--- config.mk ---
export PLATFORM = sky130hd
export DESIGN_NAME = mul_operand_prep
export DESIGN_NICKNAME = d
export VERILOG_FILES = /design/src/mul_pkg.sv /design/src/mul_operand_prep.sv
export SDC_FILE = /design/constraint.sdc
export NUM_CORES = 1
export LEC_CHECK = 0
export ABC_AREA = 1
export BUFFER_PORTS_ARGS = -buffer_cell sky130_fd_sc_hd__buf_2
export CORE_AREA = 4 4 141 143
export CTS_CLUSTER_DIAMETER = 40
export DETAILED_ROUTE_END_ITERATION = 12
export DIE_AREA = 0 0 145 147
export PLACE_DENSITY = 0.85
export SLEW_MARGIN = 10
export SYNTH_ARGS = -nofsm -noshare
export SYNTH_HDL_FRONTEND = slang
export SYNTH_SLANG_ARGS = --single-unit
export TNS_END_PERCENT = 10
--- constraint.sdc ---
create_clock -name i_clk -period 1.17 [get_ports i_clk]
set_input_delay 0.1755 -clock i_clk [delete_from_list [all_inputs] [get_ports i_clk]]
set_output_delay 0.1755 -clock i_clk [all_outputs]
set_load 0.01 [all_outputs]
--- src/mul_pkg.sv ---
// Shared definitions for the 64-bit integer multiply unit.
// Holds the word and product widths, the adder tree sizes, the pipeline
// latency and the stored product word. RTL, checker and testbench refer
// to these by scoped name only.

package mul_pkg;

    // Architectural word, used for both operands and the result
    localparam int XLEN = 64;

    // Full product of two words
    localparam int PROD_W = 2 * XLEN;

    localparam int PP_NUM = XLEN / 2;      // One per radix-4 digit of a2
    localparam int LVL1_NUM = PP_NUM / 2;  // Pair sums after level 1
    localparam int LVL3_NUM = 4;           // Registered sums handed to the final stage
    localparam int LVL3_W = 82;            // Room for a1 times a 16-bit slice of a2

    // Accepting edge to valid
    localparam int LAT = 4;

    // Finished product. The whole word is used when negating or
    // extending, the halves when the result is picked out.
    typedef union packed {
        logic [PROD_W-1:0] word;
        struct packed {
            logic [XLEN-1:0] hi;
            logic [XLEN-1:0] lo;
        } half;
    } mul_product_u;

endpackage

--- src/mul_operand_prep.sv ---
// Operand conditioning for the multiplier.
// The array below only multiplies unsigned magnitudes, so signed high-half
// forms are turned into absolute values here and the sign of the product
// is kept in o_neg for the final stage. Everything is registered on i_load.

`timescale 1ns/10ps

module mul_operand_prep (
    input  logic i_clk,
    input  logic i_nrst,
    input  logic i_load,
    input  logic i_unsigned,
    input  logic i_hsu,        // Signed a1 times unsigned a2
    input  logic i_high,
    input  logic i_rv32,
    input  logic [mul_pkg::XLEN-1:0] i_a1,
    input  logic [mul_pkg::XLEN-1:0] i_a2,
    output logic [mul_pkg::XLEN-1:0] o_a1,
    output logic [mul_pkg::XLEN-1:0] o_a2,
    output logic o_neg         // Product must be negated
);

    logic [mul_pkg::XLEN-1:0] abs1;
    logic [mul_pkg::XLEN-1:0] abs2;
    logic [mul_pkg::XLEN-1:0] a1_d;
    logic [mul_pkg::XLEN-1:0] a2_d;
    logic neg_d;
    logic ext1;
    logic ext2;

    // Most negative value maps onto itself, read back as 2**63 unsigned
    assign abs1 = i_a1[mul_pkg::XLEN-1] ? -i_a1 : i_a1;
    assign abs2 = i_a2[mul_pkg::XLEN-1] ? -i_a2 : i_a2;

    // Fill bits for the 32-bit forms
    assign ext1 = ~i_unsigned & i_a1[mul_pkg::XLEN/2-1];
    assign ext2 = ~i_unsigned & i_a2[mul_pkg::XLEN/2-1];

    always_comb begin
        a1_d = i_a1;
        a2_d = i_a2;
        neg_d = 1'b0;
        if (i_rv32) begin
            a1_d = {{(mul_pkg::XLEN/2){ext1}}, i_a1[mul_pkg::XLEN/2-1:0]};
            a2_d = {{(mul_pkg::XLEN/2){ext2}}, i_a2[mul_pkg::XLEN/2-1:0]};
        end else if (i_high && i_hsu) begin
            a1_d = abs1;                          // a2 stays raw
            neg_d = i_a1[mul_pkg::XLEN-1];
        end else if (i_high && !i_unsigned) begin
            a1_d = abs1;
            a2_d = abs2;
            neg_d = i_a1[mul_pkg::XLEN-1] ^ i_a2[mul_pkg::XLEN-1];
        end
    end

    always_ff @(posedge i_clk or negedge i_nrst) begin
        if (!i_nrst) begin
            o_a1 <= '0;
            o_a2 <= '0;
            o_neg <= 1'b0;
        end else if (i_load) begin
            o_a1 <= a1_d;
            o_a2 <= a2_d;
            o_neg <= neg_d;
        end
    end

endmodule

== Word level (Yosys, flattened, before mapping) ==
Cells that the tools add are included.

* $add $sub $neg: 2
* Multiplexer cells: 11
* Bitwise operators: 4
* Reductions and logical operators: 3

{| class="wikitable"
|+ Operator list
! kind !! number
|-
| 2-to-1 mux 64 bit || 8
|-
| negation 64 bit || 2
|-
| 2-to-1 mux 1 bit || 3
|-
| AND 1 bit || 2
|-
| logical AND 1 bit || 2
|-
| logical NOT 1 bit || 1
|-
| NOT 1 bit || 1
|-
| XOR 1 bit || 1
|}

* Register bits: 129
* Output and inout bits: 129
* Word-level logic and storage cells: 23

== Logic depth before layout (Yosys ltp) ==
* Depth in word-level cells: 5
* Depth in mapped cells: 12
* Mapped depth without buffers: 12

== Least setup slack after synthesis ==
OpenSTA, ideal clock, no wires.

* Kind: in2reg
* Start: input port i_a1[0] (netlist bit)
* End: register o_a1[50] (netlist bit)
* Setup time: 78 ps
* Arrival: 1328 ps
* Path slack: -236 ps
* Cell stages on the path: 12
* Cells stage by stage: inv_1 -> ha_1 -> nand2_1 -> nor2_2 -> nand2_1 -> nor2_1 -> nand2_1 -> nand2_1 -> nand2_1 -> nand2_1 -> nand3_1 -> a21oi_1

* Cells in the longest elaborated chain, start to end: 5

{| class="wikitable"
|+ Ends and longest elaborated chain
! item !! line !! source
|-
| from (decl) || mul_operand_prep.sv:16 || <nowiki>input logic [mul_pkg::XLEN-1:0] i_a1,</nowiki>
|-
| negation 64 bit (*) || mul_operand_prep.sv:32 || <nowiki>assign abs1 = i_a1[mul_pkg::XLEN-1] ? -i_a1 : i_a1;</nowiki>
|-
| 2-to-1 mux 64 bit (*) || mul_operand_prep.sv:32 ||
|-
| 2-to-1 mux 64 bit || mul_operand_prep.sv:49 || <nowiki>end else if (i_high && !i_unsigned) begin</nowiki>
|-
| 2-to-1 mux 64 bit (*) || mul_operand_prep.sv:46 || <nowiki>end else if (i_high && i_hsu) begin</nowiki>
|-
| 2-to-1 mux 64 bit (*) || mul_operand_prep.sv:43 || <nowiki>if (i_rv32) begin</nowiki>
|-
| to (signal assigned) || mul_operand_prep.sv:58 || <nowiki>o_a1 <= '0;</nowiki>
|-
| to (signal assigned) || mul_operand_prep.sv:62 || <nowiki>o_a1 <= a1_d;</nowiki>
|-
| to (decl) || mul_operand_prep.sv:18 || <nowiki>output logic [mul_pkg::XLEN-1:0] o_a1,</nowiki>
|}

Every way passes the cells marked *; elsewhere a longest branch is shown, timed or not.
A chain may end at the register's enable or synchronous reset.

== Worst setup path in the final report ==
* Start: input port i_a1[12] (netlist bit)
* End: register o_a1[56] (netlist bit)

Same word-level chain as after synthesis.

==> qor.yml <==
run_status:
  status: "finished, violations left"
  violations: "setup timing"
final_layout:
  final_common_cell: "nand2_1"
  final_area_um2: 14830
  area_growth_pct: 62.57
  layout-drive-gt1-share_pct: 43.39
  fin_util_pct: 79.80
  final_cells: 2243
  num-nets-final: 2129
  layout_common_cells: "nand2_1, buf_4, buf_2, nor2_1, nand3_1"
clocking:
  path_clk_slew_ps: 70
  cts_num_sinks: 129
  clockBufferDepth: 2
  worstSkewPairLatency_ps: 430
  cts_tree: "yes"
  numCtsBuffers: 17
  cts_root_buf: "clkbuf_16"
  htreeDepth: 4
placement:
  gp_congestion: 1.050
  numPlacedInstances: 2193
  hpwl_um: 30060
  placed_area_um2: 13050
  portBuffers: 263
drt:
  first_iter_violations: 1073
  wirelength_um: 41510
  remaining_drc_errors: 0
  dr.pass1.iters: 5
  post_drt_wl_per_cell_um: 18.51
  ant_nets: 0
  vias_per_cell: 5.519
  vias: 12380
sta:
  hold_viol_final: 0
  slew_headroom_pct: 68.06
  setup_viol: 61
  rsz0062_at_grt: "true"
  setup_ws_ps: -193.3
  tightest_slew_ps: 475.1
  slew_violations: 0
  layout_min_cycle_time_ps: 1363
  max_freq_ghz: 0.7335
  clock_skew_ps: 0
  finalCritPeriodShare_pct: 116.5
logic_synthesis:
  avgSynthCellArea_um2: 6.298
  yosysSeqAreaShare_pct: 35.40
  postSynthCellCount: 1448
  ys_types: 31
  ys_warn_count: 0
  syn-num-nets: 1585
  ys_seq_elements: 129
  synth_area_um2: 9120
global_route:
  grt_pass1_vias: 11841
  overflow: 0
  antenna_found_initial: 3
  track_usage_pct: 35.24
  grt_max_degree: 53
  grt_pass1_wl_um: 60640
power_and_ir_drop:
  leakage_nw: 6.994
  ir_drop_mv: 1.083
  powerDensity_nw_per_um2: 971.2
  power_mw: 14.40
setup_path:
  crit_required_ps: 1530
  cp_max_fo: 3
  start_kind: "primary input"
  cp-end-kind: "register"
  crit_arrival_ps: 1720
  path_class: "in2reg"
floorplanning:
  die-area_um2: 21320
  die_h_um: 147
  die_w_um: 145
  io_pins: 264
  start_util_pct: 49.08
  rows: 50
  core_um2: 18580
hold_path:
  hold_class: "in2reg"
job:
  max-cap-violations: 0
[area by class of cell]
class | count | area, um^2
diodes | 4 | 10.01
clock inverters | 14 | 121.4
multi-input cells | 1142 | 6221
well taps | 234 | 292.8
fillers | 1241 | 3754
flip-flops and latches | 129 | 3228
inverters | 128 | 529.3
clock buffers | 18 | 439.2
repair buffers | 574 | 3985
[critical path: stages]
cell and delay, ps:
buf_2 120, nor2_1 220, nand2_1 130, nor2_4 170, nand2_2 100, nor2_4 220
nand2_2 110, nand2_2 100, nand2_1 50, nand2_1 70, nand3_2 80, a21oi_2 160
[registers in the layout, summed over array words and instances (netlist names)]
signal and flops:
o_a2 64, o_a1 64, o_neg 1
[path summary, 6_finish.rpt]
path / cells after the start / end / slack [ps] / from
setup / recovery: 12 / o_a1[56] / -190 / i_a1[12]
hold / removal: 3 / o_a2[0] / 20 / i_a2[0]
setup reg to reg: 3 / o_a2[54] / 340 / o_a2[54]
hold reg to reg: 2 / o_a1[27] / 480 / o_a1[27]
max in group asynchronous: 3 / o_a1[5] / 380 / i_nrst
min in group asynchronous: 2 / o_a1[44] / 150 / i_nrst
[synth_stat cells]
cell      instances  area share (%)
nand3b_1          5            0.41
or2_2             2            0.14
nand2_1         386              16
buf_1             1           0.041
and2_1            7            0.48
nand2_2           6            0.41
xor2_1           45             4.3
nor2_4            4            0.49
buf_2            12            0.66
clkbuf_1         36             1.5
xnor2_1          13             1.2
inv_1           124             5.1
o31ai_1           5            0.41
nor4_1            1           0.069
nor2_2           11            0.75
a21oi_1          70             3.8
nor2_1          303              12
nand3_2           2            0.22
nand3_1         179             9.8
nand4_1           3            0.21
o21ai_0          64             3.5
a31oi_1           3            0.21
nor3_2            1            0.11
o21ai_1          22             1.2
o21ai_2           4            0.38
ha_1              2            0.27
inv_2             4            0.16
nor3_1            2            0.11
or2_0             1           0.069
o41ai_1           1           0.096
dfrtp_1         129              35
[where the power goes]
part	switching [mW]	internal (mW)	leakage, nW	total [mW]
Combinational	2.23	1.68	5.20	3.91
Clock	2.43	2.83	0.260	5.27
Sequential	0.287	4.94	1.53	5.23
[layer usage]
metal,GRT usage [%],vias to the layer above,wire length (um)
li1,-,5710,-
met4,16.39,0,2524
met2,61.22,711,20420
met3,6.262,191,2968
met5,0,-,0
met1,42.78,5768,15590
[logic make-up after synthesis]
group                      share of synthesized area, %
AOI/OAI and AO/OA                                 9.659
xor gates and xnor gates                          5.570
adders and majority gates                        0.2743
and+or+nand+nor                                   41.65
DFF                                               35.40
buffers and inverters                             7.450
[what timing repair did]
| item | CTS | global route |
|---|---|---|
| setup buffers | 2 | 11 |
| resized for setup | 66 | 254 |
| hold buffers | 1 | 0 |
| hold endpoints to repair | 129 | 0 |
| pin swaps | 24 | 83 |
| setup endpoints to repair | 61 | 135 |
| gates cloned | 0 | 0 |
[per-stage QoR]
step	worst slack (ps)	TNS [ps]	hold WS (ps)
floorplan	-97.38	-2502	-120.1
global placement	-573.1	-46730	44.20
detailed placement	-604.7	-52180	41.88
CTS	-35.45	-237.2	7.097
global route	-251.0	-8937	14.10
finish	-193.3	-2698	21.46
No activity file was read; power rests on OpenSTA's default activity.
