--- config.mk ---
export PLATFORM = sky130hd
export DESIGN_NAME = mul_ctrl
export DESIGN_NICKNAME = d
export VERILOG_FILES = /design/src/mul_pkg.sv /design/src/mul_ctrl.sv
export SDC_FILE = /design/constraint.sdc
export NUM_CORES = 1
export LEC_CHECK = 0
export ABC_AREA = 1
export BUFFER_PORTS_ARGS = -buffer_cell sky130_fd_sc_hd__buf_2
export CORE_AREA = 2 2 39 41
export DETAILED_ROUTE_END_ITERATION = 7
export DIE_AREA = 0 0 41 43
export GPL_TIMING_DRIVEN = 0
export SLEW_MARGIN = 20
export SYNTH_ARGS = -nofsm -noshare
export SYNTH_HDL_FRONTEND = slang
export SYNTH_SLANG_ARGS = --single-unit
--- constraint.sdc ---
create_clock -name i_clk -period 1 [get_ports i_clk]
set_clock_uncertainty 0.05 [all_clocks]
set_input_delay 0.1 -clock i_clk [delete_from_list [all_inputs] [get_ports i_clk]]
set_output_delay 0.1 -clock i_clk [all_outputs]
set_load 0.03 [all_outputs]
--- src/mul_pkg.sv ---
// Shared definitions for the 64-bit integer multiply unit.
// Holds the word and product widths, the adder tree sizes, the pipeline
// latency and the stored product word. RTL, checker and testbench refer
// to these by scoped name only.

package mul_pkg;

    // Architectural word, used for both operands and the result
    localparam int XLEN = 64;

    // Full product of two words
    localparam int PROD_W = 2 * XLEN;

    localparam int PP_NUM = XLEN / 2;      // One per radix-4 digit of a2
    localparam int LVL1_NUM = PP_NUM / 2;  // Pair sums after level 1
    localparam int LVL3_NUM = 4;           // Registered sums handed to the final stage
    localparam int LVL3_W = 82;            // Room for a1 times a 16-bit slice of a2

    // Accepting edge to valid
    localparam int LAT = 4;

    // Finished product. The whole word is used when negating or
    // extending, the halves when the result is picked out.
    typedef union packed {
        logic [PROD_W-1:0] word;
        struct packed {
            logic [XLEN-1:0] hi;
            logic [XLEN-1:0] lo;
        } half;
    } mul_product_u;

endpackage

--- src/mul_ctrl.sv ---
// Control for the multiply pipeline.
// Accepts a request when i_ena is seen with the unit idle, holds busy until
// the final stage and walks a one-hot token through the stage strobes.
// The formatting flags for the final stage are latched at accept.

`timescale 1ns/10ps

module mul_ctrl (
    input  logic i_clk,
    input  logic i_nrst,
    input  logic i_ena,       // Request strobe
    input  logic i_unsigned,
    input  logic i_high,
    input  logic i_rv32,
    output logic o_load,      // Operands are taken at this edge
    output logic o_stg1,      // Partial products and level 1
    output logic o_stg2,      // Levels 2 and 3
    output logic o_stg3,      // Final add and format
    output logic o_rv32,
    output logic o_unsigned,
    output logic o_high,
    output logic o_valid,
    output logic o_busy
);

    logic accept;
    logic busy_q;
    logic [mul_pkg::LAT-1:0] stg_q;   // Bit n is set n+1 cycles after accept
    logic rv32_q;
    logic unsigned_q;
    logic high_q;

    // Requests while busy are simply lost
    assign accept = i_ena & ~busy_q;

    always_ff @(posedge i_clk or negedge i_nrst) begin
        if (!i_nrst) begin
            busy_q <= 1'b0;
            stg_q <= '0;
        end else begin
            stg_q <= {stg_q[mul_pkg::LAT-2:0], accept};
            if (accept) begin
                busy_q <= 1'b1;
            end else if (stg_q[mul_pkg::LAT-2]) begin
                busy_q <= 1'b0;           // Free again once the final stage runs
            end
        end
    end

    always_ff @(posedge i_clk or negedge i_nrst) begin
        if (!i_nrst) begin
            rv32_q <= 1'b0;
            unsigned_q <= 1'b0;
            high_q <= 1'b0;
        end else if (accept) begin
            rv32_q <= i_rv32;
            unsigned_q <= i_unsigned;
            high_q <= i_high;
        end
    end

    assign o_load = accept;
    assign o_stg1 = stg_q[0];
    assign o_stg2 = stg_q[1];
    assign o_stg3 = stg_q[mul_pkg::LAT-2];
    assign o_valid = stg_q[mul_pkg::LAT-1];
    assign o_busy = busy_q;

    assign o_rv32 = rv32_q;
    assign o_unsigned = unsigned_q;
    assign o_high = high_q;

endmodule

# == Yosys cells after proc, flatten, opt, wreduce, memory -nomap -nowiden ==
# Index checks and enable logic that the tools add are counted.
# classes
addsub,0
multipliers,0
n_div,0
order_cmp,0
n_eq_ne,0
n_shift,0
muxes,2
n_bitwise,2
reduce_logical,1
# ops
op,n
1-bit 2-to-1 mux,2
2-bit nonzero test,1
1-bit bitwise AND,1
1-bit NOT,1
# word_totals
ff_bits,8
latch_bits,0
ram_bits,0
rom_bits,0
inputBits,6
output_inout_bits,9
elab_cells,10
memories,0

# == Longest topological paths before layout ==
# Gate-level depths: netlist of run 1.
# depth
ltp_word,3
ltp_mapped,4
mapped_depth_nobuf,4

# == Worst setup path after synthesis of run 1 ==
# OpenSTA, ideal clock, no wires.
# synth_path
kind,flip-flop to flip-flop
startpoint,"register busy_q, in the netlist o_busy"
endpoint,register stg_q[0] (netlist bit)
setup_ps,119
arrival_ps,890
required_ps,831
path_slack_ps,-59
stages_incl_launch_ff,4
n_path_buf,0
synth_period_minus_slack_ps,1059
path_cell_list,dfrtp_1 -> inv_2 -> nand2_2 -> inv_1
# synth_between
elab_chain_cells,2
# synth_rtl
item,line,text
start: declaration,mul_ctrl.sv:27,logic busy_q;
start signal: assignment,mul_ctrl.sv:38,busy_q <= 1'b0;
start signal: assignment,mul_ctrl.sv:43,busy_q <= 1'b1;
start signal: assignment,mul_ctrl.sv:45,busy_q <= 1'b0;
1-bit NOT,mul_ctrl.sv:34,assign accept = i_ena & ~busy_q;
1-bit bitwise AND,mul_ctrl.sv:34,
named net o_load,mul_ctrl.sv:15,"output logic o_load,"
end signal: assignment,mul_ctrl.sv:41,"stg_q <= {stg_q[mul_pkg::LAT-2:0], accept};"
end: declaration,mul_ctrl.sv:28,logic [mul_pkg::LAT-1:0] stg_q;
# The timed path passes the listed nets, and every way through them passes these cells.
# A chain may end at the register's enable or synchronous reset.

# == Worst setup path in the final report of run 1 ==
# layout_path
startpoint,"register busy_q, in the netlist o_busy"
endpoint,output port o_load
# layout_between
elab_chain_cells,2
# layout_rtl
item,line
1-bit NOT,mul_ctrl.sv:34
1-bit bitwise AND,mul_ctrl.sv:34
end: declaration,mul_ctrl.sv:15
# No other way between the ends.

==> metrics.md, run 1 <==
| Metric | Value |
|---|---|
| Status | finished with violations |
| Violated checks | setup timing |
| Max-cap violations | 0 |
| DRC | 0 |
| Sw power | 0.000109 W |
| Post-Syn Instances | 21 |
| P_int | 0.000470 W |
| Yosys top cell by area | dfrtp_1 |
| Root buffer selected by CTS | clkbuf_4 |
| First-pass DRT Iterations | 4 |
| Pwr Density | 1400 mW/mm2 |
| Final Util | 29.8% |
| Hold depth | 3 |
| Worst Hold Path EP | o_unsigned |
| Per-cell routed wire length | 9.69 um |
| Pin count of the biggest net entering global routing | 9 |
| First-pass GRT wire length | 828 um |
| Synth Area per Inst | about 12 um2 |
| Final WS setup | -81.1 ps |
| RSZ-0062 raised after global routing | yes |
| N_diodes | 0 |
| Gr usage total | 7.41% |
| Crit path kind | reg -> out |
| Fraction of layout cells with a size suffix above 1 | 54.8% |
| Worst flop-to-flop path endpoint | o_high |
| Top cells by area, synth | dfrtp_1 (78%), nand2_1 (8.8%), nand3_1 (5.9%) |
| P&R area growth vs syn | 61.0% |
| Min Tclk post-route | 1080 ps |
| Final Non-Filler Cells | 58 |
| Syn nets | 27 |
| Core ar. | around 0.0014 mm2 |
| Clk slew on worst S/H paths | 50 ps |
| Chip height | 43 um |
| Fmax | 925 MHz |
| CTS Sinks | 8 |
| Post-route ant nets | 0 |
| Final Hold Fails | 0 |
| # setup viols final | 1 |
| Cell area after synthesis | 256 um2 |
| Worst slew pin tran | approximately 180 ps |
| Top cell type's share of synthesized area | 78.0% |
| Clk pwr share | roughly two fifths |
| Pre-CTS WS | 45.3 ps |
| Netlist cell types | 7 |
| Placer's final routability congestion estimate | 0.710 |
| Hold wc startpoint | i_unsigned |
| Total CTS buffers | 3 |
| CTS tree | built |
| Crit path required time | 850 ps |
| Worst rel slew slack | 88.2% |
| IO Port Bufs | 14 |
| Synth Warn # | 0 |
| Num rows | 14 |
| Kind of end point of the critical path | output pin |
| VDD IR-drop max | roughly 0.6 mV |
| Yosys reg bits | 8 |
| Commonest non-fill, non-tap cell in the layout | buf_2 |
| Dpl hpwl | 391 um |
| Vias in the first global route | 224 |
| I/O pin cnt | 15 |
| Worst Path Arrival | 930 ps |
| Tcrit/Tclk final | 108% |
| Register area share after synthesis | between 70% and 80% |
| Die Area | 0.00176 mm2 |
| Final instance area | 413 um2 |
| Sw frac | 18.8% |
| # fillers | 156 |
| Combinational Power Share | 3.5% |
| Cells after DPL | just over 50 |
| Routed wire length | 562 um |
| P_leak | approximately 0.26 nW |
| Count of pins over their slew limit | 0 |
| Post-Place Cell Area | 347 um2 |
| Die X | between 40 and 50 um |
| CTS Buffer Depth | 2 |
| Vias | 228 |
| Grt total ovfl | 0 |
| Clk_lat worst skew | 240 ps |
| Final Power | 0.000579 W |
| Worst Reg2Reg Path Length in Cells | 5 |
| Vias per cell | roughly 3.9 |
| Share of power burned in registers | 56.0% |
| Nets@finish | 50 |
| Most frequent cells in the layout | buf_2 (13), dfrtp_1 (8), nand2_1 (6) |
| R2R Setup Slk | around 60 ps |
| Startpoint types | flip-flop |
| Critical path peak fanout | 2 |
| Starting Density | 18.5% |
| R2R Path Start | o_busy |
| HP Class | in -> reg |
| Initial antenna violation count | 0 |
| DRT iter0 DRCs | 4 |
| CTS H-tree depth | 1 |
## worst max-delay path by stage
stage	startpoint	end	slack, ps	cells past startpoint
after floorplan	o_busy	stg_q[0]	30	3
after global placement	o_busy	o_load	50	4
after detailed placement	o_busy	o_load	50	4
after CTS	o_busy	o_load	-100	4
after global routing	o_busy	o_load	-140	4
final	o_busy	o_load	-80	4
## metrics by stage
stage,setup TNS [ps],hold WS [ps]
floorplan,0,-246
global placement,0,-104
detailed placement,0,-102
CTS,-99.2,33.8
global route,-140,48.7
finish,-81.1,43.8
## synthesized netlist by cell type
| master | instances |
|---|---|
| dfrtp_1 | 8 |
| inv_1 | 1 |
| inv_2 | 1 |
| nand2_1 | 6 |
| nand2_2 | 1 |
| nand3_1 | 3 |
| o21ai_0 | 1 |
## metal layers
layer	track usage, %	vias up	wire length, um
li1	-	108	-
met1	8.33	111	226
met2	10.3	7	292
met3	3.14	2	33
met4	6.00	0	9
met5	0	-	0
## kinds of logic (layout without fill, tap and decap cells)
| family | Yosys count | count (layout) | synth area share [%] |
|---|---|---|---|
| AND/OR/NAND/NOR | 10 | 10 | 17.1 |
| AO/OA/AOI/OAI | 1 | 1 | 1.95 |
| flip-flops | 8 | 8 | 78.0 |
| buffers and inverters | 2 | 23 | 2.92 |
## layout make-up
type	count	area [um2]	share of cell area (%)
Sequential cell	8	200	48.5
Timing Repair Buffer	18	109	26.4
Multi-Input combinational cell	11	53.8	13.0
Clock buffer	3	22.5	5.45
Tap cell	16	20.0	4.85
Inverter	2	7.51	1.82
## repair_timing
action,4_1_cts,5_1_grt
setup buffers,3,0
gates resized for setup,3,0
hold endpoints to repair,8,0
gates cloned,0,0
hold buffers,1,0
endpoints found under the setup margin,1,2
## registers in the layout, indices dropped and copies added, names as in the netlist
signal / count
stg_q: 4
o_unsigned: 1
o_busy: 1
o_high: 1
o_rv32: 1
## power by group through the flow
stage | Combinational (W) | Sequential, W | Clock, W
global route | 0.0000235 | 0.000323 | 0.000265
detailed placement | 0.0000171 | 0.000330 | 0
global placement | 0.0000168 | 0.000330 | 0
finish | 0.0000204 | 0.000324 | 0.000234
CTS | 0.0000210 | 0.000324 | 0.000249
floorplan | 0.0000000637 | 0.000330 | 0
## worst max-delay path, cell delays in order (launching register included)
cell and delay (ps):
dfrtp_1 380, inv_2 80, nand2_4 50, inv_2 60, buf_6 120
(Power assumes the default switching activity.)
==> inputs of run 2 (changes only) <==
--- a/config.mk
+++ b/config.mk
@@ -5,12 +5,12 @@
 export SDC_FILE = /design/constraint.sdc
 export NUM_CORES = 1
 export LEC_CHECK = 0
-export ABC_AREA = 1
 export BUFFER_PORTS_ARGS = -buffer_cell sky130_fd_sc_hd__buf_2
 export CORE_AREA = 2 2 39 41
 export DETAILED_ROUTE_END_ITERATION = 7
 export DIE_AREA = 0 0 41 43
 export GPL_TIMING_DRIVEN = 0
+export REMOVE_ABC_BUFFERS = 1
 export SLEW_MARGIN = 20
 export SYNTH_ARGS = -nofsm -noshare
 export SYNTH_HDL_FRONTEND = slang
==> constraint.sdc (replaced) <==
create_clock -name i_clk -period 1 [get_ports i_clk]
set_clock_uncertainty 0.05 [all_clocks]
set_input_delay 0.2 -clock i_clk [delete_from_list [all_inputs] [get_ports i_clk]]
set_output_delay 0.2 -clock i_clk [all_outputs]
set_load 0.03 [all_outputs]
==> run 2 against run 1 <==
Against the previous run: the run still ends with setup timing left; cell count fell by 6.9%; via count down 11%; utilization rose by 5.2 points; maximum frequency shrank 10%; final area grew 18%; count of clock-buffer cells in the layout did not move; clock power grew 2%; synthesized cell count is 33% lower; area after synthesis is 4.4% higher; sequential cell count did not move; die area stayed put; largest cell class unchanged.
==> metrics.md, run 2 <==
| Metric | Value |
|---|---|
| Tcrit/Tclk final | 121% |
| Main synth FF type | dfrtp_1 |
| Top cell type's share of synthesized area | 74.8% |
| Kind of end point of the critical path | output pin |
| Yosys reg bits | 8 |
| Die Area | 0.00176 mm2 |
| Initial antenna violation count | 0 |
| Synth Warn # | 0 |
| Root buffer selected by CTS | clkbuf_4 |
| CTS Buffer Depth | 2 |
| RSZ-0062 raised after global routing | yes |
| Top cells by area, synth | dfrtp_1 (75%), mux2_4 (17%), nor2b_4 (5.1%) |
| Register area share after synthesis | 74.8% |
| Crit path required time | 750 ps |
| Top reg by flops | stg_q |
| Fraction of layout cells with a size suffix above 1 | between 70 and 80% |
| Final Power | 0.00124 W |
| Post-Syn Instances | 14 |
| Critical path peak fanout | 3 |
| Worst slew pin tran | 179 ps |
| Placer's final routability congestion estimate | 0.554 |
| IO Port Bufs | 14 |
| Clk_lat worst skew | 250 ps |
| First-pass GRT wire length | 924 um |
| Fmax | 828 MHz |
| P_leak | 0.249 nW |
| CTS tree | built |
| N_diodes | 0 |
| Total CTS buffers | 3 |
| Synth Area per Inst | about 19 um2 |
| Die X | 41 um |
| Post-route ant nets | 0 |
| CTS H-tree depth | 1 |
| Max-cap violations | 0 |
| P&R area growth vs syn | 81.3% |
| Routed wire length | ~600 um |
| Min Tclk post-route | 1210 ps |
| Most frequent cells in the layout | dfrtp_1 (8), buf_6 (8), buf_2 (6), buf_4 (6) |
| Netlist cell types | 5 |
| CTS Sinks | 8 |
| HP Class | in -> reg |
| Nets@finish | 46 |
| Per-cell routed wire length | 11.3 um |
| Starting Density | ~19% |
| Startpoint types | flip-flop |
| R2R Setup Slk | -190 ps |
| Ys async rst share | 100% |
| DRC | 0 |
| Core ar. | roughly 0.0014 mm2 |
| Vias in the first global route | 241 |
| # setup viols final | 12 |
| Pre-CTS WS | -139 ps |
| Count of pins over their slew limit | 0 |
| Synth top cells by count | dfrtp_1 (8), mux2_4 (3), a21oi_1 (1), nor2_1 (1), nor2b_4 (1) |
| # fillers | between 100 and 150 |
| Pin count of the biggest net entering global routing | 9 |
| Final Hold Fails | 0 |
| Pwr Density | 2560 mW/mm2 |
| Final WS setup | -208 ps |
| DRT iter0 DRCs | 0 |
| Final instance area | 485 um2 |
| Gr usage total | about 9% |
| Worst rel slew slack | between 80% and 90% |
| Chip height | 43 um |
| Crit path kind | reg -> out |
| Cell area after synthesis | 268 um2 |
| Num rows | 14 |
| Vias per cell | between 3 and 4 |
| Vias | 202 |
| Number of enable flip-flop cells after synthesis | 0 |
| Clk slew on worst S/H paths | 50 ps |
| Violated checks | setup timing |
| First-pass DRT Iterations | 1 |
| Yosys top cell by area | dfrtp_1 |
| Grt total ovfl | 0 |
| Status | finished with violations |
| Worst Path Arrival | 960 ps |
| Count leader, synth | dfrtp_1 |
| I/O pin cnt | 15 |
| VDD IR-drop max | 1.24 mV |
| WHS | 130 ps |
| Post-Place Cell Area | 358 um2 |
| Max reg flops | 4 |
==> run 2: through the flow <==
stage          TNS (ps)  util, %  cells
5_1_grt           -1480     35.1     54
4_1_cts           -1240     34.5     53
6_report          -1080     35.1     54
3_3_place_gp       -411     25.9     44
2_1_floorplan     -1150        -     14
3_5_place_dp       -530     25.9     44
==> run 2: kinds of logic after synthesis <==
family	Yosys count	share of synthesized area (%)
flops	8	74.8
mux	3	16.8
simple gates	2	6.54
compound gates	1	1.87
==> run 2: area by class of cell <==
| class | count | area [um2] | share of cell area, % |
|---|---|---|---|
| multi-input combinational | 6 | 67.6 | 13.9 |
| clock buffer | 3 | 22.5 | 4.64 |
| timing repair buffer | 21 | 175 | 36.1 |
| tap | 16 | 20.0 | 4.12 |
| sequential | 8 | 200 | 41.2 |
==> run 2: final timing paths <==
| kind | start | endpoint | cells after the start |
|---|---|---|---|
| worst min register to register | stg_q[1] | stg_q[2] | 0 |
| max in group asynchronous | i_nrst | o_rv32 | 2 |
| min in group asynchronous | i_nrst | o_busy | 2 |
| worst max-delay path | o_busy | o_load | 2 |
| worst max register to register | o_busy | o_rv32 | 3 |
| worst min-delay path | i_unsigned | o_unsigned | 2 |
==> run 2: what timing repair did <==
| item | 4_1_cts | 5_1_grt |
|---|---|---|
| gates resized for setup | 16 | 0 |
| setup endpoints to repair | 12 | 12 |
| buffers inserted | 5 | 1 |
| hold buffers | 1 | 0 |
| hold endpoints to repair | 8 | 0 |
==> run 2: per-layer routing <==
metal | vias to the layer above | wire, um | track usage (%)
met5 | - | 0 | 0
met4 | 0 | 0 | 8.00
met3 | 0 | 94 | 5.76
met2 | 15 | 274 | 11.9
met1 | 93 | 241 | 9.21
li1 | 94 | - | -
==> run 2: worst max-delay path, cell delays in order (launching register included) <==
cell	delay [ps]
dfrtp_1	420
nor2b_4	150
buf_6	140
==> run 2: report_power, final <==
part,internal (W),switching [W],leakage [nW]
combinational,0.000288,0.000247,0.136
sequential,0.000405,0.0000654,0.0996
clock,0.000137,0.000101,0.0138
